`config.mk`:
```
export PLATFORM = sky130hd
export DESIGN_NAME = axi_uart_flat
export DESIGN_NICKNAME = d
export VERILOG_FILES = /design/src/axi_pkg.sv /design/src/axi_lite_if.sv /design/src/axi_uart.sv /design/src/flat_wrapper.sv
export VERILOG_INCLUDE_DIRS = /design/src
export SDC_FILE = /design/constraint.sdc
export NUM_CORES = 1
export LEC_CHECK = 0
export BUFFER_PORTS_ARGS = -buffer_cell sky130_fd_sc_hd__buf_2
export CAP_MARGIN = 10
export CORE_MARGIN = 5
export CORE_UTILIZATION = 21
export CTS_BUF_LIST = sky130_fd_sc_hd__clkbuf_8
export DETAILED_ROUTE_END_ITERATION = 12
export HOLD_SLACK_MARGIN = 0.12
export PLACE_DENSITY = 0.79
export RECOVER_POWER = 100
export SYNTH_ARGS = -nofsm -noshare
export SYNTH_HDL_FRONTEND = slang
export SYNTH_SLANG_ARGS = --single-unit
```
`constraint.sdc`:
```
create_clock -name clk -period 1.2 [get_ports clk]
set_clock_uncertainty 0.15 [all_clocks]
set_input_delay 0.12 -clock clk [delete_from_list [all_inputs] [get_ports clk]]
set_output_delay 0.12 -clock clk [all_outputs]
set_load 0.03 [all_outputs]
```
`src/soc_settings.svh`:
```
`ifndef SOC_SETTINGS_SVH
`define SOC_SETTINGS_SVH

// bus widths
`define SOC_ADDR_W 32
`define SOC_DATA_W 32

// sram depth in words, index wraps
`define SOC_SRAM_WORDS 256

// uart transmit register
`define SOC_UART_ADDR 32'ha000_03f8

// clint timer registers
`define SOC_MTIME_ADDR 32'ha000_0048
`define SOC_MTIMECMP_ADDR 32'ha000_0050

`endif

```
`src/axi_pkg.sv`:
```
`include "soc_settings.svh"

package axi_pkg;

    localparam int axi_strb_w = `SOC_DATA_W / 8;

    typedef enum logic [1:0] {
        RESP_OKAY   = 2'b00,
        RESP_SLVERR = 2'b10
    } axi_resp_t;

    // crossbar routing target
    typedef enum logic [1:0] {
        SEL_SRAM,
        SEL_UART,
        SEL_CLINT
    } slave_sel_t;

    // byte lanes with strobe set take the new data
    function automatic logic [`SOC_DATA_W-1:0] strb_merge(
        input logic [`SOC_DATA_W-1:0] old_word,
        input logic [`SOC_DATA_W-1:0] new_word,
        input logic [axi_strb_w-1:0] strb
    );
        logic [`SOC_DATA_W-1:0] merged;
        merged = old_word;
        for (int i = 0; i < axi_strb_w; i++) begin
            if (strb[i]) begin
                merged[i*8 +: 8] = new_word[i*8 +: 8];
            end
        end
        return merged;
    endfunction

endpackage

```
`src/axi_lite_if.sv`:
```
`include "soc_settings.svh"

interface axi_lite_if;
    import axi_pkg::*;

    // read address
    logic [`SOC_ADDR_W-1:0] araddr;
    logic arvalid;
    logic arready;
    // read data
    logic [`SOC_DATA_W-1:0] rdata;
    axi_resp_t rresp;
    logic rvalid;
    logic rready;
    // write address
    logic [`SOC_ADDR_W-1:0] awaddr;
    logic awvalid;
    logic awready;
    // write data
    logic [`SOC_DATA_W-1:0] wdata;
    logic [axi_strb_w-1:0] wstrb;
    logic wvalid;
    logic wready;
    // write response
    axi_resp_t bresp;
    logic bvalid;
    logic bready;

    modport master (
        output araddr, arvalid, rready, awaddr, awvalid, wdata, wstrb, wvalid, bready,
        input arready, rdata, rresp, rvalid, awready, wready, bresp, bvalid
    );

    modport slave (
        input araddr, arvalid, rready, awaddr, awvalid, wdata, wstrb, wvalid, bready,
        output arready, rdata, rresp, rvalid, awready, wready, bresp, bvalid
    );

endinterface

```
`src/axi_uart.sv`:
```
module axi_uart (
    input logic clk,
    input logic rst_n,
    axi_lite_if.slave s,
    output logic [7:0] tx_byte,
    output logic tx_valid
);
    import axi_pkg::*;

    logic ar_hs;
    logic aw_hs;

    assign ar_hs = s.arvalid && s.arready;
    assign aw_hs = s.awvalid && s.awready;

    assign s.awready = s.awvalid && s.wvalid && !s.bvalid;
    assign s.wready = s.awready;
    // receive side is always empty
    assign s.rdata = '0;
    assign s.rresp = RESP_OKAY;
    assign s.bresp = RESP_OKAY;

    always_ff @(posedge clk) begin
        if (!rst_n) begin
            s.arready <= 1'b0;
            s.rvalid  <= 1'b0;
            s.bvalid  <= 1'b0;
            tx_valid  <= 1'b0;
        end else begin
            s.arready <= !(ar_hs || (s.rvalid && !s.rready));
            if (ar_hs) begin
                s.rvalid <= 1'b1;
            end else if (s.rready) begin
                s.rvalid <= 1'b0;
            end
            if (aw_hs) begin
                s.bvalid <= 1'b1;
            end else if (s.bready) begin
                s.bvalid <= 1'b0;
            end
            // one pulse per accepted byte, same edge as bvalid
            tx_valid <= aw_hs && s.wstrb[0];
        end
    end

    always_ff @(posedge clk) begin
        if (aw_hs && s.wstrb[0]) begin
            tx_byte <= s.wdata[7:0];
        end
    end

endmodule

```
`src/flat_wrapper.sv`:
```
// flat-port wrapper written by rule: the top's interface ports become plain ports
module axi_uart_flat import axi_pkg::*;
  (clk, rst_n, tx_byte, tx_valid, s_araddr, s_arvalid, s_rready, s_awaddr, s_awvalid, s_wdata, s_wstrb, s_wvalid, s_bready, s_arready, s_rdata, s_rresp, s_rvalid, s_awready, s_wready, s_bresp, s_bvalid);
  axi_lite_if s_i ();
  input logic clk;
  input logic rst_n;
  output logic [7:0] tx_byte;
  output logic tx_valid;
  input wire logic [$bits(s_i.araddr)-1:0] s_araddr;
  input wire logic [$bits(s_i.arvalid)-1:0] s_arvalid;
  input wire logic [$bits(s_i.rready)-1:0] s_rready;
  input wire logic [$bits(s_i.awaddr)-1:0] s_awaddr;
  input wire logic [$bits(s_i.awvalid)-1:0] s_awvalid;
  input wire logic [$bits(s_i.wdata)-1:0] s_wdata;
  input wire logic [$bits(s_i.wstrb)-1:0] s_wstrb;
  input wire logic [$bits(s_i.wvalid)-1:0] s_wvalid;
  input wire logic [$bits(s_i.bready)-1:0] s_bready;
  output wire logic [$bits(s_i.arready)-1:0] s_arready;
  output wire logic [$bits(s_i.rdata)-1:0] s_rdata;
  output wire logic [$bits(s_i.rresp)-1:0] s_rresp;
  output wire logic [$bits(s_i.rvalid)-1:0] s_rvalid;
  output wire logic [$bits(s_i.awready)-1:0] s_awready;
  output wire logic [$bits(s_i.wready)-1:0] s_wready;
  output wire logic [$bits(s_i.bresp)-1:0] s_bresp;
  output wire logic [$bits(s_i.bvalid)-1:0] s_bvalid;
  assign s_i.araddr = s_araddr;
  assign s_i.arvalid = s_arvalid;
  assign s_i.rready = s_rready;
  assign s_i.awaddr = s_awaddr;
  assign s_i.awvalid = s_awvalid;
  assign s_i.wdata = s_wdata;
  assign s_i.wstrb = s_wstrb;
  assign s_i.wvalid = s_wvalid;
  assign s_i.bready = s_bready;
  assign s_arready = s_i.arready;
  assign s_rdata = s_i.rdata;
  assign s_rresp = s_i.rresp;
  assign s_rvalid = s_i.rvalid;
  assign s_awready = s_i.awready;
  assign s_wready = s_i.wready;
  assign s_bresp = s_i.bresp;
  assign s_bvalid = s_i.bvalid;
  axi_uart u_core (.clk(clk), .rst_n(rst_n), .s(s_i), .tx_byte(tx_byte), .tx_valid(tx_valid));
endmodule
```
# == Word level (Yosys, flattened, before mapping) ==
# Cells that the tools add are included.
# totals
register_bits,12
in_bits,107
output_inout_bits,50
elab_cells,21
# op_classes
muxes,4
reduce_logical,12
# ops
op,count
1-bit logical AND,6
1-bit 2-to-1 mux,4
2-bit nonzero test,2
1-bit logical NOT,3
1-bit logical OR,1

# == Longest topological paths before layout ==
# logic_depth
word_depth,4
ltp_mapped,3
ltp_nobuf,2

# == Worst setup path after synthesis ==
# Ideal clock, no wire load.
# synth_timing
path_type,reg2out
start,register u_core.s.bvalid
end,output port s_wready
t_arrival_ns,1.173
required_time_ns,0.930
path_slack_ns,-0.243
stages_incl_launch_ff,3
path_buffers,1
path_cell_list,dfxtp_1 -> nor2_1 -> buf_4
# synth_via
elab_chain_len,2
# synth_rtl
element,line_no,source
start: declaration,axi_lite_if.sv:36,"output arready, rdata, rresp, rvalid, awready, wready, bresp, bvalid"
start signal: assignment,axi_uart.sv:27,s.bvalid <= 1'b0;
start signal: assignment,axi_uart.sv:37,s.bvalid <= 1'b1;
start signal: assignment,axi_uart.sv:39,s.bvalid <= 1'b0;
1-bit logical NOT,axi_uart.sv:16,assign s.awready = s.awvalid && s.wvalid && !s.bvalid;
1-bit logical AND,axi_uart.sv:16,
end: declaration,flat_wrapper.sv:23,output wire logic [$bits(s_i.wready)-1:0] s_wready;
# Every way passes these cells.

# == Final worst setup path ==
# Ends and elaborated chain as after synthesis.

==> results_dict.tcl <==
set metrics [dict create \
    clk_latency_ns 0.24 \
    path_buf_inv 2 \
    drive_gt1_share_pct 34.58 \
    slowest_stage "dfxtp_4" \
    fmax_ghz 0.8283 \
    diodes 0 \
    hold_class "input port to flop" \
    switching_share_pct 31.17 \
    clockPowerShare_pct 36.0 \
    timing.final.max_slew_violations 0 \
    io_buffers 29 \
    syn_inst 61 \
    crit_start "u_core.s.bvalid$_SDFFE_PN0P_" \
    synth_edf_count 8 \
    routedWlPerCell_um 9.974 \
    power_switching_mw 0.3727 \
    hp-start "s_wstrb[0]" \
    die_h_um 66.30 \
    dominantRegCellSynth "edfxtp_1" \
    r2r-start "u_core.s.bvalid$_SDFFE_PN0P_" \
    yosysTopAreaCellShare_pct 41.73 \
    vias 451 \
    postSynth.asyncResetShare_pct 0 \
    synthTopCellsByCount "buf_4, edfxtp_1, dfxtp_1, nand2_1" \
    drt-initial-drc-count 27 \
    wl_mm 1.506 \
    top_layer_used "met3" \
    clock-sinks 12 \
    arrival_ns 0.94 \
    required_ns 0.93 \
    root_buffer "clkbuf_8" \
    grt_first_pass_wirelength_mm 1.876 \
    dr_wl_met2_um 776 \
    cts_tree "built" \
    drt-vias-per-instance 2.987 \
    wl_met3_um 277 \
    criticalPathCategory "flop to output pin" \
    numCtsBuffers 3 \
    post-route-period-util_pct 100.6 \
    cp-start-kind "flop" \
    clk_pin_slew_ns 0.05 \
    cp_cell_sequence "buf_6 > nor2_4 > buf_6" \
    grt_pass1_vias 432 \
    h-tree-depth 1 \
    p_leak_nw 0.4661 \
    irDropWorstVdd_mv 0.2891 \
    syn_area_per_cell_um2 10.91 \
    groute.usage.overall_pct 5.915 \
    dpl.hpwl_mm 1.123 \
    power_frac_seq_pct 38.7 \
    ys_seq_area_share_pct 48.12 \
    syn_to_final_growth_pct 42.67 \
    hold_violations 0 \
    slowest_delay_ns 0.34 \
    comb_power_share_pct 25.3 \
    synth_area_leader_cell "buf_4" \
    rows 20 \
    fp.dieW_um 66.30 \
    hold_ws_ns 0.2307 \
    dp_cells 133 \
    cp_common_cell "buf_6" \
    p_per_area_mw_per_mm2 1259 \
    grt_antenna_before_repair 0 \
    nets 215 \
    start_util_pct 21.80 \
    setup_slack_ns -0.007365 \
    overflow 0 \
    finalNonFillerCells 151 \
    globalplace.congestion 0.6387 \
    path_delay_family "flip-flops" \
    synth_most_common_cell "buf_4" \
    max_cap_viol_count 0 \
    synth-seq-cells 12 \
    netlist_area_um2 665.6 \
    synthTopCellsByArea "buf_4, edfxtp_1, dfxtp_1" \
    p_total_mw 1.196 \
    core_mm2 0.003053 \
    drt_pass1_iterations 2 \
    p_int_mw 0.8229 \
    design.die.area_mm2 0.004396 \
    yosys_warnings 0 \
    violations "setup timing" \
    clk_path_buf_depth 2 \
    finalCriticalPeriod_ns 1.207 \
    ant_nets 0 \
    drc 0 \
    ys_types 14 \
    ioPinCount 157 \
    finalSetupViolCount 2 \
    grt_start_max_net_pins 10 \
    rsz0062_at_grt "yes" \
    crit_path_max_fanout 3 \
    status "finished with violations" \
    end_kind "output pin" \
    wl_met1_um 452 \
]
==> area by class of cell <==
type                            instances  area [um^2]
Fill cell                             309         2103
Sequential cell                        12        324.1
Timing Repair Buffer                   44        305.3
Multi-Input combinational cell         46        206.4
Clock buffer                            4        55.05
Tap cell                               44        55.05
Inverter                                1        3.754
==> registers in the layout, summed over array words and instances, names as in the netlist <==
| register | flops |
|---|---|
| u_core.tx_valid | 1 |
| u_core.s.rvalid | 1 |
| u_core.s.bvalid | 1 |
| u_core.tx_byte | 8 |
| u_core.s.arready | 1 |
==> what timing repair did <==
item | in CTS | in global routing
hold endpoints to repair | 12 | 0
gates resized for setup | 7 | 0
pin swaps | 1 | 0
endpoints found under the setup margin | 10 | 10
hold buffers | 13 | 0
cloned | 0 | 0
buffers inserted | 0 | 1
==> cells in the final DEF, fill, tap and decap left out, types with 2 or more instances in the layout <==
master	netlist	layout
clkbuf_2	0	12
clkbuf_8	0	4
dfxtp_1	4	3
buf_6	0	3
conb_1	1	36
buf_2	0	14
nand2_1	2	2
edfxtp_1	8	8
dlygate4sd3_1	0	13
==> kinds of logic (layout without fill, tap and decap cells) <==
kind of cell | Yosys count | after routing | share of synthesized area, %
DFF | 12 | 12 | 48.12
other | 1 | 36 | 0.5634
buffers and inverters | 38 | 49 | 42.29
AOI/OAI and AO/OA | 2 | 2 | 1.879
and+or+nand+nor | 8 | 8 | 7.145
==> final timing paths <==
kind,endpoint,slack (ns),depth (start not counted)
setup / recovery,s_wready,-0.007,3
hold / removal,u_core.tx_byte[5]$_DFFE_PP_,0.23,2
setup reg to reg,u_core.tx_byte[1]$_DFFE_PP_,0,1
hold reg to reg,u_core.s.rvalid$_SDFFE_PN0P_,0.33,2
==> routing by layer <==
layer	track usage, %	vias up
li1	-	215
met2	11.28	45
met4	4.569	0
met1	4.801	191
met5	0	-
met3	2.041	0
==> through the flow <==
| stage | cell area (um^2) | util (%) | setup slack [ns] | TNS, ns |
|---|---|---|---|---|
| after CTS | 943.4 | 30.90 | -0.01259 | -0.02997 |
| after global placement | 734.5 | 24.06 | 0.005126 | 0 |
| after floorplan | 804.5 | - | -0.01621 | -0.1297 |
| final | 949.7 | 31.11 | -0.007365 | -0.01392 |
| after detailed placement | 734.5 | 24.06 | -0.005734 | -0.04379 |
| after global routing | 949.7 | 31.11 | -0.04250 | -0.2157 |
==> power by group through the flow <==
stage	combinational [mW]	sequential [mW]	clock, mW
2_1_floorplan	0.263	0.503	0
3_3_place_gp	0.250	0.470	0
3_5_place_dp	0.252	0.470	0
4_1_cts	0.296	0.462	0.445
5_1_grt	0.318	0.464	0.464
6_report	0.302	0.463	0.430
Power figures use the tool's default switching activity.
