===== config.mk =====
export PLATFORM = sky130hd
export DESIGN_NAME = axi_clint_flat
export DESIGN_NICKNAME = d
export VERILOG_FILES = /design/src/axi_pkg.sv /design/src/axi_lite_if.sv /design/src/axi_clint.sv /design/src/flat_wrapper.sv
export VERILOG_INCLUDE_DIRS = /design/src
export SDC_FILE = /design/constraint.sdc
export NUM_CORES = 1
export LEC_CHECK = 0
export BUFFER_PORTS_ARGS = -buffer_cell sky130_fd_sc_hd__buf_2
export CORE_MARGIN = 2
export CORE_UTILIZATION = 45
export DETAILED_ROUTE_END_ITERATION = 7
export PLACE_DENSITY = 0.74
export SLEW_MARGIN = 5
export SYNTH_ARGS = -nofsm -noshare
export SYNTH_HDL_FRONTEND = slang
export SYNTH_SLANG_ARGS = --single-unit

===== constraint.sdc =====
create_clock -name clk -period 1.7 [get_ports clk]
set_input_delay 0.34 -clock clk [delete_from_list [all_inputs] [get_ports clk]]
set_output_delay 0.34 -clock clk [all_outputs]
set_load 0.05 [all_outputs]

===== src/soc_settings.svh =====
`ifndef SOC_SETTINGS_SVH
`define SOC_SETTINGS_SVH

// bus widths
`define SOC_ADDR_W 32
`define SOC_DATA_W 32

// sram depth in words, index wraps
`define SOC_SRAM_WORDS 256

// uart transmit register
`define SOC_UART_ADDR 32'ha000_03f8

// clint timer registers
`define SOC_MTIME_ADDR 32'ha000_0048
`define SOC_MTIMECMP_ADDR 32'ha000_0050

`endif


===== src/axi_pkg.sv =====
`include "soc_settings.svh"

package axi_pkg;

    localparam int axi_strb_w = `SOC_DATA_W / 8;

    typedef enum logic [1:0] {
        RESP_OKAY   = 2'b00,
        RESP_SLVERR = 2'b10
    } axi_resp_t;

    // crossbar routing target
    typedef enum logic [1:0] {
        SEL_SRAM,
        SEL_UART,
        SEL_CLINT
    } slave_sel_t;

    // byte lanes with strobe set take the new data
    function automatic logic [`SOC_DATA_W-1:0] strb_merge(
        input logic [`SOC_DATA_W-1:0] old_word,
        input logic [`SOC_DATA_W-1:0] new_word,
        input logic [axi_strb_w-1:0] strb
    );
        logic [`SOC_DATA_W-1:0] merged;
        merged = old_word;
        for (int i = 0; i < axi_strb_w; i++) begin
            if (strb[i]) begin
                merged[i*8 +: 8] = new_word[i*8 +: 8];
            end
        end
        return merged;
    endfunction

endpackage


===== src/axi_lite_if.sv =====
`include "soc_settings.svh"

interface axi_lite_if;
    import axi_pkg::*;

    // read address
    logic [`SOC_ADDR_W-1:0] araddr;
    logic arvalid;
    logic arready;
    // read data
    logic [`SOC_DATA_W-1:0] rdata;
    axi_resp_t rresp;
    logic rvalid;
    logic rready;
    // write address
    logic [`SOC_ADDR_W-1:0] awaddr;
    logic awvalid;
    logic awready;
    // write data
    logic [`SOC_DATA_W-1:0] wdata;
    logic [axi_strb_w-1:0] wstrb;
    logic wvalid;
    logic wready;
    // write response
    axi_resp_t bresp;
    logic bvalid;
    logic bready;

    modport master (
        output araddr, arvalid, rready, awaddr, awvalid, wdata, wstrb, wvalid, bready,
        input arready, rdata, rresp, rvalid, awready, wready, bresp, bvalid
    );

    modport slave (
        input araddr, arvalid, rready, awaddr, awvalid, wdata, wstrb, wvalid, bready,
        output arready, rdata, rresp, rvalid, awready, wready, bresp, bvalid
    );

endinterface


===== src/axi_clint.sv =====
`include "soc_settings.svh"

module axi_clint (
    input logic clk,
    input logic rst_n,
    axi_lite_if.slave s,
    output logic timer_irq
);
    import axi_pkg::*;

    logic [`SOC_DATA_W-1:0] mtime;
    logic [`SOC_DATA_W-1:0] mtimecmp;
    logic ar_hs;
    logic aw_hs;

    assign ar_hs = s.arvalid && s.arready;
    assign aw_hs = s.awvalid && s.awready;

    assign s.awready = s.awvalid && s.wvalid && !s.bvalid;
    assign s.wready = s.awready;
    assign s.rresp = RESP_OKAY;

    always_ff @(posedge clk) begin
        if (!rst_n) begin
            s.arready <= 1'b0;
            s.rvalid  <= 1'b0;
            s.bvalid  <= 1'b0;
        end else begin
            s.arready <= !(ar_hs || (s.rvalid && !s.rready));
            if (ar_hs) begin
                s.rvalid <= 1'b1;
            end else if (s.rready) begin
                s.rvalid <= 1'b0;
            end
            if (aw_hs) begin
                s.bvalid <= 1'b1;
            end else if (s.bready) begin
                s.bvalid <= 1'b0;
            end
        end
    end

    // timer state
    always_ff @(posedge clk) begin
        if (!rst_n) begin
            mtime     <= '0;
            mtimecmp  <= '1;
            timer_irq <= 1'b0;
        end else begin
            mtime <= mtime + 1'b1;
            timer_irq <= (mtime >= mtimecmp);
            if (aw_hs && s.awaddr == `SOC_MTIMECMP_ADDR) begin
                mtimecmp <= strb_merge(mtimecmp, s.wdata, s.wstrb);
            end
        end
    end

    // mtime is read only, a write there is refused
    always_ff @(posedge clk) begin
        if (ar_hs) begin
            s.rdata <= (s.araddr == `SOC_MTIME_ADDR) ? mtime : mtimecmp;
        end
        if (aw_hs) begin
            s.bresp <= (s.awaddr == `SOC_MTIME_ADDR) ? RESP_SLVERR : RESP_OKAY;
        end
    end

endmodule


===== src/flat_wrapper.sv =====
// flat-port wrapper written by rule: the top's interface ports become plain ports
module axi_clint_flat import axi_pkg::*;
  (clk, rst_n, timer_irq, s_araddr, s_arvalid, s_rready, s_awaddr, s_awvalid, s_wdata, s_wstrb, s_wvalid, s_bready, s_arready, s_rdata, s_rresp, s_rvalid, s_awready, s_wready, s_bresp, s_bvalid);
  axi_lite_if s_i ();
  input logic clk;
  input logic rst_n;
  output logic timer_irq;
  input wire logic [$bits(s_i.araddr)-1:0] s_araddr;
  input wire logic [$bits(s_i.arvalid)-1:0] s_arvalid;
  input wire logic [$bits(s_i.rready)-1:0] s_rready;
  input wire logic [$bits(s_i.awaddr)-1:0] s_awaddr;
  input wire logic [$bits(s_i.awvalid)-1:0] s_awvalid;
  input wire logic [$bits(s_i.wdata)-1:0] s_wdata;
  input wire logic [$bits(s_i.wstrb)-1:0] s_wstrb;
  input wire logic [$bits(s_i.wvalid)-1:0] s_wvalid;
  input wire logic [$bits(s_i.bready)-1:0] s_bready;
  output wire logic [$bits(s_i.arready)-1:0] s_arready;
  output wire logic [$bits(s_i.rdata)-1:0] s_rdata;
  output wire logic [$bits(s_i.rresp)-1:0] s_rresp;
  output wire logic [$bits(s_i.rvalid)-1:0] s_rvalid;
  output wire logic [$bits(s_i.awready)-1:0] s_awready;
  output wire logic [$bits(s_i.wready)-1:0] s_wready;
  output wire logic [$bits(s_i.bresp)-1:0] s_bresp;
  output wire logic [$bits(s_i.bvalid)-1:0] s_bvalid;
  assign s_i.araddr = s_araddr;
  assign s_i.arvalid = s_arvalid;
  assign s_i.rready = s_rready;
  assign s_i.awaddr = s_awaddr;
  assign s_i.awvalid = s_awvalid;
  assign s_i.wdata = s_wdata;
  assign s_i.wstrb = s_wstrb;
  assign s_i.wvalid = s_wvalid;
  assign s_i.bready = s_bready;
  assign s_arready = s_i.arready;
  assign s_rdata = s_i.rdata;
  assign s_rresp = s_i.rresp;
  assign s_rvalid = s_i.rvalid;
  assign s_awready = s_i.awready;
  assign s_wready = s_i.wready;
  assign s_bresp = s_i.bresp;
  assign s_bvalid = s_i.bvalid;
  axi_clint u_core (.clk(clk), .rst_n(rst_n), .s(s_i), .timer_irq(timer_irq));
endmodule

# Word level (Yosys, flattened, before mapping)
# Cells that the tools add are included.
# word_totals
rom_bits,0
latch_bits,0
output_inout_bits,42
register_bits,102
mem_bits_rw,0
input_bits,107
n_memories,0
wordCells,38
# classes
n_shift,0
order_cmp,1
n_eq_ne,3
n_mux,6
reduce_logical,16
div_mod_pow,0
addsub,1
mul,0
bitwise,0
# ops
cell,count
equality test 32 bit (second input constant),3
adder 32 x 1 -> 32 bit (second input constant),1
greater-or-equal comparator 32 bit,1
two-way mux 32 bit,1
AND reduction 2 bit,4
logical AND 1 bit,6
two-way mux 1 bit,4
nonzero test 2 bit,2
zero test 1 bit,3
two-way mux 2 bit,1
logical OR 1 bit,1

# Depth between registers and ports, before layout
# logic_depth
ltp_word,5
depth_mapped,7
ltp_nobuf,7

# Worst setup path before layout
# OpenSTA, ideal clock, no wires.
# synth_timing
kind,register -> register
from,reg u_core.s.arready
to,reg u_core.s.arready
setup_slack_ns,-0.225
synth_period_minus_slack_ns,1.925
arrival_ns,1.810
path_stages_with_launch,4
required_time_ns,1.585
setup_ns,0.115
path_buffers,0
cell_sequence,dfxtp_1 and2_1 a21oi_1 and2_1
# synth_via
elab_chain_len,3
# synth_rtl
element,line,source
from (decl),axi_lite_if.sv:36,"output arready, rdata, rresp, rvalid, awready, wready, bresp, bvalid"
from (signal assigned),axi_clint.sv:29,s.arready <= !(ar_hs || (s.rvalid && !s.rready));
logical AND 1 bit,axi_clint.sv:16,assign ar_hs = s.arvalid && s.arready;
via u_core.ar_hs,axi_clint.sv:13,logic ar_hs;
logical OR 1 bit,axi_clint.sv:29,
zero test 1 bit,axi_clint.sv:29,
# The timed path passes the listed nets, and every way through them passes these cells.
# A chain may end at the register's enable or synchronous reset.

# Worst setup path in the final report
# layout_timing
from,reg u_core.mtimecmp[4]
to,reg u_core.timer_irq
# layout_via
elab_chain_len,1
# layout_rtl
element,line,source
from (decl),axi_clint.sv:12,logic [`SOC_DATA_W-1:0] mtimecmp;
from (signal assigned),axi_clint.sv:53,"mtimecmp <= strb_merge(mtimecmp, s.wdata, s.wstrb);"
greater-or-equal comparator 32 bit,axi_clint.sv:51,timer_irq <= (mtime >= mtimecmp);
to (signal assigned),axi_clint.sv:51,
to (decl),axi_clint.sv:7,output logic timer_irq
# No other way between the ends.

==> out/metrics.csv <==
metric;value;unit
Die H;110;um
Synth Area in Simple Gates;22.0;%
DP Cell Count;870;
reg2reg start;u_core.mtimecmp[4];
Worst-path clk slew;0.07;ns
Power, Total;4.97;mW
Final setup viols;1;
maximum fanout along the worst path;2;
post-synthesis xor/xnor area fraction;3.44;%
number of flops mapped to enable cells by yosys;33;
Compound-Gate Fraction of Synth Area;13.5;%
Finished Layout Cells;890;
initial antenna violation count;0;
die area;12200;um2
Async S/R FF share, synth;0;%
final worst slack;-0.0807;ns
WP data arrival;2.00;ns
Ports;149;
max frequency;562;MHz
placed instance area;6640;um2
Iter 0 DRT Violations;190;
pre-CTS WS;-0.426;ns
clock root cell;clkbuf_16;
# hold bufs at CTS;0;
CTS tree;built;
R2R depth;7;
DRC;0;
Mapped Area;5090;um2
Yosys cell types;50;
H-tree levels;3;
Synth Area in Adders;8.11;%
Core Footprint;10900;um2
Mapped Cells;521;
number of diodes;0;
Skew-Pair Late Insertion Delay;0.35;ns
area grow syn2layout;41.7;%
IR drop worst, VDD;0.000493;V
Via density;5.22;
run status;finished, violations left;
Die X;110;um
Total Routing Usage GR;23.2;%
DP Wirelength;10.2;mm
clk sinks;101;
Seq cells post-synth;101;
Mean Syn Cell Area;9.77;um2
Slew Viols, Final;0;
Initial Util;46.6;%
Max clock buf depth;2;
Setup Total Neg Slack;-0.0807;ns
port bufs;145;
top_reg_cell synth;dfxtp_1;
Hold Slack;0.201;ns
CTS buffer count;9;
final hold violation count;0;
final core utilization;66.0;%
RR Endpoint;u_core.timer_irq;
Data required, critical path;1.92;ns
final WL;13.8;mm
first-pass GRT wire length;21.9;mm
# nets final;885;
Max-cap violations;0;
Vias;4650;
number of global-route vias before repair;4789;
register-to-register setup slack;-0.08;ns
Post-DRT Antenna Nets;0;
Power Density;688;nW/um2
drt first pass iters;5;
GPL Wtd Cong;0.860;
share of post-route cells with drive strength above 1;44.5;%
largest family of logic cells by synthesized area;simple AND/OR/NAND/NOR gates;
Yosys warning total;0;
WL/cell;15.5;um
Hold Path End;u_core.mtimecmp[6];
row cnt;38;
failing checks;negative setup slack;
final period utilization;105;%
skew final;0.00913;ns
Area contributors post-synth;dfxtp_1, edfxtp_1, ha_1, nand2_1, o21ai_0;
crit start category;flip-flop;
Hold Crit Start;s_wdata[6];
RSZ-0062 raised after global routing;yes;
hold path cells;3;
minimum clock period;1.78;ns
CP endpoint kind;flip-flop;
Setup Crit Path Kind;reg -> reg;
Leak Pwr;3.23;nW
share of the synthesized area in the top cell type;26.7;%
grt ovf;0;
post-route cell area;7210;um2
Hold WC Path Type;in -> reg;
Seq/Total Area, Yosys;46.2;%
post-synth top area cell;dfxtp_1;
pin count of the biggest net entering global routing;46;
mux cell area share after synthesis;0.811;%
logic make-up after synthesis:
group                      Yosys count
adders and majority gates           33
AOI/OAI and AO/OA                  103
buffers and inverters               63
xor gates and xnor gates            20
and+or+nand+nor                    196
DFF                                101
other                                1
muxes                                4
routing by layer:
metal / vias up / track usage (%) / share of wire (%)
met5: - / 0 / 0
met4: 0 / 7.05 / 1.2
met3: 19 / 4.82 / 5.2
met2: 136 / 42.0 / 52
met1: 2181 / 27.5 / 41
li1: 2314 / - / -
worst max-delay path by stage:
stage / start / to / slack, ns / cells past startpoint
5_1_grt: u_core.mtimecmp[4] / u_core.timer_irq / -0.10 / 7
4_1_cts: u_core.mtimecmp[12] / u_core.timer_irq / -0.03 / 7
3_3_place_gp: u_core.mtime[0] / u_core.timer_irq / -0.37 / 7
2_1_floorplan: u_core.s.bvalid / u_core.mtimecmp[1] / -0.13 / 5
3_5_place_dp: u_core.mtimecmp[5] / u_core.timer_irq / -0.43 / 7
6_report: u_core.mtimecmp[4] / u_core.timer_irq / -0.08 / 7
cells in the mapped netlist, drive strengths merged (17+ instances only):
library cell	count
dfxtp	68
nand2	79
xor2	17
nand3	19
a21oi	17
o211ai	32
o21ai	39
ha	33
inv	40
edfxtp	33
nor2	31
power by group:
group	switching (mW)	internal (mW)
Sequential	0.0135	2.50
Clock	1.00	1.03
Combinational	0.257	0.156
flip-flops by register name, summed over array words and instances (netlist names):
name,cells
u_core.mtime,32
u_core.s.arready,1
u_core.s.rvalid,1
u_core.s.bvalid,1
u_core.mtimecmp,32
u_core.timer_irq,1
u_core.s.rdata,32
u_core.s.bresp,1
placed cells by master (no fill, tap or decap), types with 4 or more instances in the layout:
master	n
buf_2	145
buf_4	84
nand2_1	78
dfxtp_1	50
inv_1	36
o21ai_0	36
edfxtp_1	33
nor2_1	27
ha_1	26
o211ai_1	23
nand3_1	17
xor2_1	17
nand4_1	12
a21oi_1	12
dfxtp_2	12
o211ai_2	9
clkbuf_16	9
nor4_4	8
ha_4	7
dfxtp_4	6
nor4_1	5
a21oi_2	5
inv_2	4
and3_4	4
and4_4	4
o31ai_1	4
buf_12	4
worst max-delay path, stage by stage (launching register included):
cell and delay, ns:
dfxtp_2 0.32, inv_1 0.05, ha_1 0.29, and3_4 0.19
a221oi_4 0.23, o21ai_2 0.11, a311oi_2 0.31, o21ai_1 0.15
what timing repair did:
| action | in CTS | in global routing |
|---|---|---|
| gates resized for setup | 26 | 38 |
| setup endpoints to repair | 8 | 15 |
| pin swaps | 14 | 17 |
| setup buffers | 0 | 4 |
layout make-up:
class | count | area, um2
inverters | 40 | 150
multi-input cells | 359 | 2760
fillers | 830 | 3720
clock buffers | 9 | 225
flip-flops and latches | 101 | 2390
repair buffers | 234 | 1450
clock inverters | 7 | 68.8
well taps | 140 | 175
(Power assumes the default switching activity.)
