### src/soc_settings.svh
`ifndef SOC_SETTINGS_SVH
`define SOC_SETTINGS_SVH

// bus widths
`define SOC_ADDR_W 32
`define SOC_DATA_W 32

// sram depth in words, index wraps
`define SOC_SRAM_WORDS 256

// uart transmit register
`define SOC_UART_ADDR 32'ha000_03f8

// clint timer registers
`define SOC_MTIME_ADDR 32'ha000_0048
`define SOC_MTIMECMP_ADDR 32'ha000_0050

`endif

### src/axi_pkg.sv
`include "soc_settings.svh"

package axi_pkg;

    localparam int axi_strb_w = `SOC_DATA_W / 8;

    typedef enum logic [1:0] {
        RESP_OKAY   = 2'b00,
        RESP_SLVERR = 2'b10
    } axi_resp_t;

    // crossbar routing target
    typedef enum logic [1:0] {
        SEL_SRAM,
        SEL_UART,
        SEL_CLINT
    } slave_sel_t;

    // byte lanes with strobe set take the new data
    function automatic logic [`SOC_DATA_W-1:0] strb_merge(
        input logic [`SOC_DATA_W-1:0] old_word,
        input logic [`SOC_DATA_W-1:0] new_word,
        input logic [axi_strb_w-1:0] strb
    );
        logic [`SOC_DATA_W-1:0] merged;
        merged = old_word;
        for (int i = 0; i < axi_strb_w; i++) begin
            if (strb[i]) begin
                merged[i*8 +: 8] = new_word[i*8 +: 8];
            end
        end
        return merged;
    endfunction

endpackage

### src/axi_lite_if.sv
`include "soc_settings.svh"

interface axi_lite_if;
    import axi_pkg::*;

    // read address
    logic [`SOC_ADDR_W-1:0] araddr;
    logic arvalid;
    logic arready;
    // read data
    logic [`SOC_DATA_W-1:0] rdata;
    axi_resp_t rresp;
    logic rvalid;
    logic rready;
    // write address
    logic [`SOC_ADDR_W-1:0] awaddr;
    logic awvalid;
    logic awready;
    // write data
    logic [`SOC_DATA_W-1:0] wdata;
    logic [axi_strb_w-1:0] wstrb;
    logic wvalid;
    logic wready;
    // write response
    axi_resp_t bresp;
    logic bvalid;
    logic bready;

    modport master (
        output araddr, arvalid, rready, awaddr, awvalid, wdata, wstrb, wvalid, bready,
        input arready, rdata, rresp, rvalid, awready, wready, bresp, bvalid
    );

    modport slave (
        input araddr, arvalid, rready, awaddr, awvalid, wdata, wstrb, wvalid, bready,
        output arready, rdata, rresp, rvalid, awready, wready, bresp, bvalid
    );

endinterface

### src/axi_arbiter.sv
module axi_arbiter (
    input logic clk,
    input logic rst_n,
    axi_lite_if.slave ifu,
    axi_lite_if.slave lsu,
    axi_lite_if.master m
);

    // 0 selects ifu, 1 selects lsu
    logic busy;
    logic gnt;
    logic last;
    logic sel;
    logic ifu_req;
    logic lsu_req;
    logic addr_hs;
    logic resp_hs;

    assign ifu_req = ifu.arvalid || ifu.awvalid;
    assign lsu_req = lsu.arvalid || lsu.awvalid;

    // held grant wins, otherwise pick combinationally
    always_comb begin
        if (busy) begin
            sel = gnt;
        end else if (ifu_req && lsu_req) begin
            sel = ~last;
        end else begin
            sel = lsu_req;
        end
    end

    // request side
    assign m.araddr  = sel ? lsu.araddr  : ifu.araddr;
    assign m.arvalid = sel ? lsu.arvalid : ifu.arvalid;
    assign m.rready  = sel ? lsu.rready  : ifu.rready;
    assign m.awaddr  = sel ? lsu.awaddr  : ifu.awaddr;
    assign m.awvalid = sel ? lsu.awvalid : ifu.awvalid;
    assign m.wdata   = sel ? lsu.wdata   : ifu.wdata;
    assign m.wstrb   = sel ? lsu.wstrb   : ifu.wstrb;
    assign m.wvalid  = sel ? lsu.wvalid  : ifu.wvalid;
    assign m.bready  = sel ? lsu.bready  : ifu.bready;

    // the master without the grant sees no ready or valid
    assign ifu.arready = !sel && m.arready;
    assign lsu.arready = sel && m.arready;
    assign ifu.awready = !sel && m.awready;
    assign lsu.awready = sel && m.awready;
    assign ifu.wready  = !sel && m.wready;
    assign lsu.wready  = sel && m.wready;
    assign ifu.rvalid  = !sel && m.rvalid;
    assign lsu.rvalid  = sel && m.rvalid;
    assign ifu.bvalid  = !sel && m.bvalid;
    assign lsu.bvalid  = sel && m.bvalid;

    // payloads are shared, qualified by valid
    assign ifu.rdata = m.rdata;
    assign lsu.rdata = m.rdata;
    assign ifu.rresp = m.rresp;
    assign lsu.rresp = m.rresp;
    assign ifu.bresp = m.bresp;
    assign lsu.bresp = m.bresp;

    assign addr_hs = (m.arvalid && m.arready) || (m.awvalid && m.awready);
    assign resp_hs = (m.rvalid && m.rready) || (m.bvalid && m.bready);

    // lock at the address handshake, free at the response handshake
    always_ff @(posedge clk) begin
        if (!rst_n) begin
            busy <= 1'b0;
            gnt  <= 1'b0;
            last <= 1'b1;
        end else if (busy && resp_hs) begin
            busy <= 1'b0;
            last <= gnt;
        end else if (!busy && addr_hs) begin
            busy <= 1'b1;
            gnt  <= sel;
        end
    end

endmodule

### src/flat_wrapper.sv
// flat-port wrapper written by rule: the top's interface ports become plain ports
module axi_arbiter_flat 
  (clk, rst_n, ifu_araddr, ifu_arvalid, ifu_rready, ifu_awaddr, ifu_awvalid, ifu_wdata, ifu_wstrb, ifu_wvalid, ifu_bready, ifu_arready, ifu_rdata, ifu_rresp, ifu_rvalid, ifu_awready, ifu_wready, ifu_bresp, ifu_bvalid, lsu_araddr, lsu_arvalid, lsu_rready, lsu_awaddr, lsu_awvalid, lsu_wdata, lsu_wstrb, lsu_wvalid, lsu_bready, lsu_arready, lsu_rdata, lsu_rresp, lsu_rvalid, lsu_awready, lsu_wready, lsu_bresp, lsu_bvalid, m_araddr, m_arvalid, m_rready, m_awaddr, m_awvalid, m_wdata, m_wstrb, m_wvalid, m_bready, m_arready, m_rdata, m_rresp, m_rvalid, m_awready, m_wready, m_bresp, m_bvalid);
  axi_lite_if ifu_i ();
  axi_lite_if lsu_i ();
  axi_lite_if m_i ();
  input logic clk;
  input logic rst_n;
  input wire logic [$bits(ifu_i.araddr)-1:0] ifu_araddr;
  input wire logic [$bits(ifu_i.arvalid)-1:0] ifu_arvalid;
  input wire logic [$bits(ifu_i.rready)-1:0] ifu_rready;
  input wire logic [$bits(ifu_i.awaddr)-1:0] ifu_awaddr;
  input wire logic [$bits(ifu_i.awvalid)-1:0] ifu_awvalid;
  input wire logic [$bits(ifu_i.wdata)-1:0] ifu_wdata;
  input wire logic [$bits(ifu_i.wstrb)-1:0] ifu_wstrb;
  input wire logic [$bits(ifu_i.wvalid)-1:0] ifu_wvalid;
  input wire logic [$bits(ifu_i.bready)-1:0] ifu_bready;
  output wire logic [$bits(ifu_i.arready)-1:0] ifu_arready;
  output wire logic [$bits(ifu_i.rdata)-1:0] ifu_rdata;
  output wire logic [$bits(ifu_i.rresp)-1:0] ifu_rresp;
  output wire logic [$bits(ifu_i.rvalid)-1:0] ifu_rvalid;
  output wire logic [$bits(ifu_i.awready)-1:0] ifu_awready;
  output wire logic [$bits(ifu_i.wready)-1:0] ifu_wready;
  output wire logic [$bits(ifu_i.bresp)-1:0] ifu_bresp;
  output wire logic [$bits(ifu_i.bvalid)-1:0] ifu_bvalid;
  input wire logic [$bits(lsu_i.araddr)-1:0] lsu_araddr;
  input wire logic [$bits(lsu_i.arvalid)-1:0] lsu_arvalid;
  input wire logic [$bits(lsu_i.rready)-1:0] lsu_rready;
  input wire logic [$bits(lsu_i.awaddr)-1:0] lsu_awaddr;
  input wire logic [$bits(lsu_i.awvalid)-1:0] lsu_awvalid;
  input wire logic [$bits(lsu_i.wdata)-1:0] lsu_wdata;
  input wire logic [$bits(lsu_i.wstrb)-1:0] lsu_wstrb;
  input wire logic [$bits(lsu_i.wvalid)-1:0] lsu_wvalid;
  input wire logic [$bits(lsu_i.bready)-1:0] lsu_bready;
  output wire logic [$bits(lsu_i.arready)-1:0] lsu_arready;
  output wire logic [$bits(lsu_i.rdata)-1:0] lsu_rdata;
  output wire logic [$bits(lsu_i.rresp)-1:0] lsu_rresp;
  output wire logic [$bits(lsu_i.rvalid)-1:0] lsu_rvalid;
  output wire logic [$bits(lsu_i.awready)-1:0] lsu_awready;
  output wire logic [$bits(lsu_i.wready)-1:0] lsu_wready;
  output wire logic [$bits(lsu_i.bresp)-1:0] lsu_bresp;
  output wire logic [$bits(lsu_i.bvalid)-1:0] lsu_bvalid;
  output wire logic [$bits(m_i.araddr)-1:0] m_araddr;
  output wire logic [$bits(m_i.arvalid)-1:0] m_arvalid;
  output wire logic [$bits(m_i.rready)-1:0] m_rready;
  output wire logic [$bits(m_i.awaddr)-1:0] m_awaddr;
  output wire logic [$bits(m_i.awvalid)-1:0] m_awvalid;
  output wire logic [$bits(m_i.wdata)-1:0] m_wdata;
  output wire logic [$bits(m_i.wstrb)-1:0] m_wstrb;
  output wire logic [$bits(m_i.wvalid)-1:0] m_wvalid;
  output wire logic [$bits(m_i.bready)-1:0] m_bready;
  input wire logic [$bits(m_i.arready)-1:0] m_arready;
  input wire logic [$bits(m_i.rdata)-1:0] m_rdata;
  input wire logic [$bits(m_i.rresp)-1:0] m_rresp;
  input wire logic [$bits(m_i.rvalid)-1:0] m_rvalid;
  input wire logic [$bits(m_i.awready)-1:0] m_awready;
  input wire logic [$bits(m_i.wready)-1:0] m_wready;
  input wire logic [$bits(m_i.bresp)-1:0] m_bresp;
  input wire logic [$bits(m_i.bvalid)-1:0] m_bvalid;
  assign ifu_i.araddr = ifu_araddr;
  assign ifu_i.arvalid = ifu_arvalid;
  assign ifu_i.rready = ifu_rready;
  assign ifu_i.awaddr = ifu_awaddr;
  assign ifu_i.awvalid = ifu_awvalid;
  assign ifu_i.wdata = ifu_wdata;
  assign ifu_i.wstrb = ifu_wstrb;
  assign ifu_i.wvalid = ifu_wvalid;
  assign ifu_i.bready = ifu_bready;
  assign ifu_arready = ifu_i.arready;
  assign ifu_rdata = ifu_i.rdata;
  assign ifu_rresp = ifu_i.rresp;
  assign ifu_rvalid = ifu_i.rvalid;
  assign ifu_awready = ifu_i.awready;
  assign ifu_wready = ifu_i.wready;
  assign ifu_bresp = ifu_i.bresp;
  assign ifu_bvalid = ifu_i.bvalid;
  assign lsu_i.araddr = lsu_araddr;
  assign lsu_i.arvalid = lsu_arvalid;
  assign lsu_i.rready = lsu_rready;
  assign lsu_i.awaddr = lsu_awaddr;
  assign lsu_i.awvalid = lsu_awvalid;
  assign lsu_i.wdata = lsu_wdata;
  assign lsu_i.wstrb = lsu_wstrb;
  assign lsu_i.wvalid = lsu_wvalid;
  assign lsu_i.bready = lsu_bready;
  assign lsu_arready = lsu_i.arready;
  assign lsu_rdata = lsu_i.rdata;
  assign lsu_rresp = lsu_i.rresp;
  assign lsu_rvalid = lsu_i.rvalid;
  assign lsu_awready = lsu_i.awready;
  assign lsu_wready = lsu_i.wready;
  assign lsu_bresp = lsu_i.bresp;
  assign lsu_bvalid = lsu_i.bvalid;
  assign m_araddr = m_i.araddr;
  assign m_arvalid = m_i.arvalid;
  assign m_rready = m_i.rready;
  assign m_awaddr = m_i.awaddr;
  assign m_awvalid = m_i.awvalid;
  assign m_wdata = m_i.wdata;
  assign m_wstrb = m_i.wstrb;
  assign m_wvalid = m_i.wvalid;
  assign m_bready = m_i.bready;
  assign m_i.arready = m_arready;
  assign m_i.rdata = m_rdata;
  assign m_i.rresp = m_rresp;
  assign m_i.rvalid = m_rvalid;
  assign m_i.awready = m_awready;
  assign m_i.wready = m_wready;
  assign m_i.bresp = m_bresp;
  assign m_i.bvalid = m_bvalid;
  axi_arbiter u_core (.clk(clk), .rst_n(rst_n), .ifu(ifu_i), .lsu(lsu_i), .m(m_i));
endmodule
### config.mk
export PLATFORM = sky130hd
export DESIGN_NAME = axi_arbiter_flat
export DESIGN_NICKNAME = d
export VERILOG_FILES = /design/src/axi_pkg.sv /design/src/axi_lite_if.sv /design/src/axi_arbiter.sv /design/src/flat_wrapper.sv
export VERILOG_INCLUDE_DIRS = /design/src
export SDC_FILE = /design/constraint.sdc
export NUM_CORES = 1
export LEC_CHECK = 0
export BUFFER_PORTS_ARGS = -buffer_cell sky130_fd_sc_hd__clkbuf_2
export CORE_AREA = 2 2 169 171
export DETAILED_ROUTE_END_ITERATION = 7
export DIE_AREA = 0 0 171 173
export PLACE_DENSITY = 0.31
export SYNTH_ARGS = -nofsm -noshare
export SYNTH_HDL_FRONTEND = slang
export SYNTH_SLANG_ARGS = --single-unit
### constraint.sdc
create_clock -name clk -period 2.5 [get_ports clk]
set_clock_uncertainty 0.2 [all_clocks]
set_input_delay 0.625 -clock clk [delete_from_list [all_inputs] [get_ports clk]]
set_output_delay 0.625 -clock clk [all_outputs]
set_load 0.03 [all_outputs]
**Word level (Yosys, flattened, before mapping)**

Cells that the tools add are included.

- Register bits after elaboration: 3
- Bits in latches: 0
- RAM bits: 0
- Memory bits (read-only): 0
- Input port bits: 253
- Output and inout bits: 187
- Logic and storage cells: 42
- Memories: 0

- $add $sub $neg: 0
- Multiply operators: 0
- Div/mod/pow operators: 0
- Order comparisons: 0
- Equal/unequal tests: 0
- Shifts and indexed selects: 0
- Multiplexer cells: 11
- Bitwise gates (word level): 3
- Reductions and logical operators: 25

Operator list:

| cell | number |
|---|---|
| 32-bit 2-to-1 mux | 3 |
| 1-bit logical AND | 17 |
| 1-bit 2-to-1 mux | 7 |
| 1-bit logical OR | 4 |
| 4-bit 2-to-1 mux | 1 |
| 1-bit NOT | 3 |
| 1-bit logical NOT | 2 |
| 2-bit AND reduction | 1 |
| 2-bit OR reduction | 1 |

**Longest topological paths before layout**

- Depth after elaboration: 10
- Mapped depth: 8
- Gate-level depth less buffers: 5

**Worst setup path after synthesis**

No wires, ideal clock.

- Path type: input port to output port
- From: input port ifu_awvalid
- To: output port lsu_arready
- Arrival time: 1.766 ns
- Required time: 1.675 ns
- Slack: -0.091 ns
- Stages: 6
- Buffers on the path: 2
- Cells stage by stage: o21a_1 > nor2_2 > a21oi_1 > buf_4 > buf_4 > nor2_1

- Cells in the longest elaborated chain, start to end: 5

Ends and longest elaborated chain:

| element | RTL line | text |
|---|---|---|
| from (decl) | flat_wrapper.sv:13 | `input wire logic [$bits(ifu_i.awvalid)-1:0] ifu_awvalid;` |
| 1-bit logical OR | axi_arbiter.sv:19 | `assign ifu_req = ifu.arvalid \|\| ifu.awvalid;` |
| 1-bit logical AND | axi_arbiter.sv:26 | `end else if (ifu_req && lsu_req) begin` |
| 1-bit 2-to-1 mux | axi_arbiter.sv:26 |  |
| 1-bit 2-to-1 mux | axi_arbiter.sv:24 | `if (busy) begin` |
| 1-bit logical AND | axi_arbiter.sv:46 | `assign lsu.arready = sel && m.arready;` |
| to (decl) | flat_wrapper.sv:35 | `output wire logic [$bits(lsu_i.arready)-1:0] lsu_arready;` |

No other way between the ends.

**Final worst setup path**

- From: input port ifu_awvalid
- To: output port m_awaddr[0]

- Cells in the longest elaborated chain, start to end: 5

Ends and longest elaborated chain:

| element | RTL line | text |
|---|---|---|
| 1-bit logical OR | axi_arbiter.sv:19 |  |
| 1-bit logical AND | axi_arbiter.sv:26 |  |
| 1-bit 2-to-1 mux | axi_arbiter.sv:26 |  |
| 1-bit 2-to-1 mux | axi_arbiter.sv:24 |  |
| 32-bit 2-to-1 mux | axi_arbiter.sv:37 | `assign m.awaddr = sel ? lsu.awaddr : ifu.awaddr;` |
| to (decl) | flat_wrapper.sv:46 | `output wire logic [$bits(m_i.awaddr)-1:0] m_awaddr;` |

No other way between the ends.

==> key figures <==
Global routing
  – Congestion Overflow GR: 0
  – First-pass GRT wire length: 21000 um
  – Gr usage total: 9.13%
  – Largest net degree at the start of global routing: 29
  – Initial antenna violation count: 0
  – Vias in the first global route: 3848

Critical path
  – Startpoint types: primary input
  – CP endpoint kind: primary output
  – FF-to-FF Start: u_core.busy
  – Worst Path Arrival: 1840 ps
  – Reg2Reg Depth: 9
  – CP max-delay cell: o21a_4
  – R2r endpoint: u_core.gnt
  – Crit path required time: 1670 ps
  – Crit-path max FO: 6
  – Max incr delay on CP: 220 ps
  – Cell Chain, Critical Path: buf_6 -> o21a_4 -> nor2_4 -> a21oi_4 -> buf_12 -> buf_12 -> clkbuf_16 -> nand2_4 -> nand2_4 -> buf_8
  – R2r setup slk: 430 ps
  – Kind of critical path: primary input to primary output

Drt
  – WL met1: 5510 um
  – Met3 WL: 1090 um
  – DR iter-0 viols: 107
  – Final wirelength: 16000 um
  – Met2 Routed Length: 8900 um
  – Drc violations: 0
  – Initial DRT Pass Iterations: 4
  – DR vias: 3813
  – Top Layer Used: met4
  – Routed len/inst: 14.3 um
  – Antenna Nets Post-Route: 0
  – Vias per cell: 3.42

CTS
  – CTS Sinks: 3
  – CTS Buf Count: 3
  – CTS Hold Bufs: 0
  – Worst-skew pair later-pin latency: 220 ps
  – H-tree depth: 1
  – Clock Tree Buf Depth: 2
  – Clock root cell: clkbuf_16
  – Clock slew at reported path FFs: 30 ps
  – CTS tree: done

Timing
  – Worst slew pin tran: 224 ps
  – RSZ-0062 raised after global routing: true
  – WHS: 431 ps
  – Final hold vios: 0
  – Max Fclk: 0.375 GHz
  – Final setup violation count: 115
  – Total negative slack: -12380 ps
  – Final cycle utilization of the critical path: 107%
  – Pins Over Slew Limit: 0
  – Slew HR: 84.6%
  – Tmin final: 2660 ps
  – PnR worst setup slack: -164 ps

Synth
  – Most frequent cell after synthesis: nand2_1
  – Top cells by area, synth: nand2_1 (54%), buf_4 (28%), dfxtp_1 (2.7%)
  – Post-Syn Instances: 452
  – Post-synth cell types: 24
  – Top_reg_cell synth: dfxtp_1
  – Post-synth EDFFs: 0
  – Netlist Area Pre-Place: 2190 um2
  – Net count after synthesis: 705
  – Synth top area share: 54.3%
  – Mean Syn Cell Area: 4.85 um2
  – Post-synth ARST share: 0%
  – Yosys top cell by area: nand2_1
  – #FFs+latches synth: 3
  – Register area share after synthesis: 2.74%
  – YS warnings: 0
  – Most frequent cells after synthesis: nand2_1 (317), buf_4 (83), buf_2 (11)

Floorplan
  – Num rows: 61
  – Core ar.: 27600 um2
  – IO Count: 440
  – Die Wd: 171 um
  – Die height: 173 um
  – Initial Util: 7.93%
  – Die area: 29600 um2

Placement
  – Port bufs: 331
  – DPL Wire Length: 10700 um
  – Pre-CTS setup slack: -299 ps
  – DP Cell Count: 1087
  – Placer Congestion: 0.749

Power
  – Peak VDD IR: 0.000299 V
  – Pwr per Cell Area: 473 nW/um2
  – Leakage: 3.55 nW

Finish
  – Footprint of the multi-input gates: 2260 um2
  – Fin cells: 1114
  – Layout cell share with drive strength beyond 1: 78.1%
  – FF/Latch Area: 60.1 um2
  – Nets@finish: 990
  – FILL cells: 3088
  – Antenna fix cells: 0
  – Area grow syn2layout: 195%

Worst hold path
  – Hold Path Depth: 2
  – Worst hold path type: primary input to register
  – Hold path endpoint: u_core.last
  – Hold Path Origin: rst_n

Run status
  – Failing checks: negative setup slack
  – Status: finished, violations left

Run
  – Max cap viols: 0
[final cells by class]
cell class              instances  area share (%)
repair buffers                377            55.2
flip-flops and latches          3           0.930
well taps                     378            7.32
inverters                       5           0.290
clock buffers                   4            1.22
multi-input cells             347            35.0
[logic make-up (layout without fill, tap and decap cells)]
family,after synthesis,after routing,synth area share [%]
mux,4,4,1.88
simple gates,329,329,56.5
compound gates,14,14,5.83
buf+inv,102,386,33.0
flops,3,3,2.74
[stage by stage]
step | utilization, % | power, W | area, um2
3_3_place_gp | 14.1 | 0.00165 | 3900
4_1_cts | 19.4 | 0.00255 | 5360
6_report | 23.4 | 0.00306 | 6460
5_1_grt | 23.4 | 0.00322 | 6460
3_5_place_dp | 14.1 | 0.00164 | 3900
2_1_floorplan | - | 0.00125 | 2190
[cells in the final DEF, fill, tap and decap left out, drive strengths merged]
cell	synthesis	routed
nand2	317	317
clkbuf	1	231
buf	96	149
nor2	11	11
inv	5	5
mux2i	3	3
dfxtp	3	3
a22o	2	2
o21bai	2	2
a21oi	2	2
o21ai	2	2
o22ai	2	2
o21a	1	1
mux2	1	1
a22oi	1	1
a221oi	1	1
nand3	1	1
o311a	1	1
bufbuf	0	1
[how the worst max path moves through the flow]
| stage | slack [ps] | cells past startpoint | endpoint | from |
|---|---|---|---|---|
| after floorplan | -90 | 6 | lsu_arready | ifu_awvalid |
| after global placement | -260 | 8 | m_awaddr[24] | ifu_awvalid |
| after detailed placement | -300 | 8 | m_awaddr[24] | ifu_awvalid |
| after CTS | -220 | 9 | m_araddr[21] | ifu_arvalid |
| after global routing | -220 | 10 | m_awaddr[5] | ifu_awvalid |
| final | -160 | 10 | m_awaddr[0] | ifu_awvalid |
[power by group]
part	switching, W	leakage [nW]	total, W	internal [W]
registers	0.00000533	0.0247	0.0000589	0.0000536
clock network	0.0000419	0.0382	0.000252	0.000210
logic	0.00142	3.49	0.00275	0.00133
total	0.00147	3.55	0.00306	0.00159
[state kept, by name (all words and copies together) (netlist names)]
| register | flops |
|---|---|
| u_core.last | 1 |
| u_core.gnt | 1 |
| u_core.busy | 1 |
[layer usage]
metal	vias to the layer above	GRT usage [%]
met5	-	0
met4	0	3.43
met3	50	1.65
met2	204	17.5
met1	1699	9.73
li1	1860	-
[repair_timing]
item | 4_1_cts | 5_1_grt
pin swaps | 22 | 92
cloned | 8 | 8
resized for setup | 262 | 365
hold endpoints to repair | 0 | 0
setup endpoints to repair | 115 | 115
buffers inserted | 7 | 1
[worst max-delay path, delay by kind of cell]
family	cells	cell delay [ps]
AND/OR/NAND/NOR	3	240
buffers and inverters	5	680
AO/OA/AOI/OAI	2	270
(Power assumes the default switching activity.)
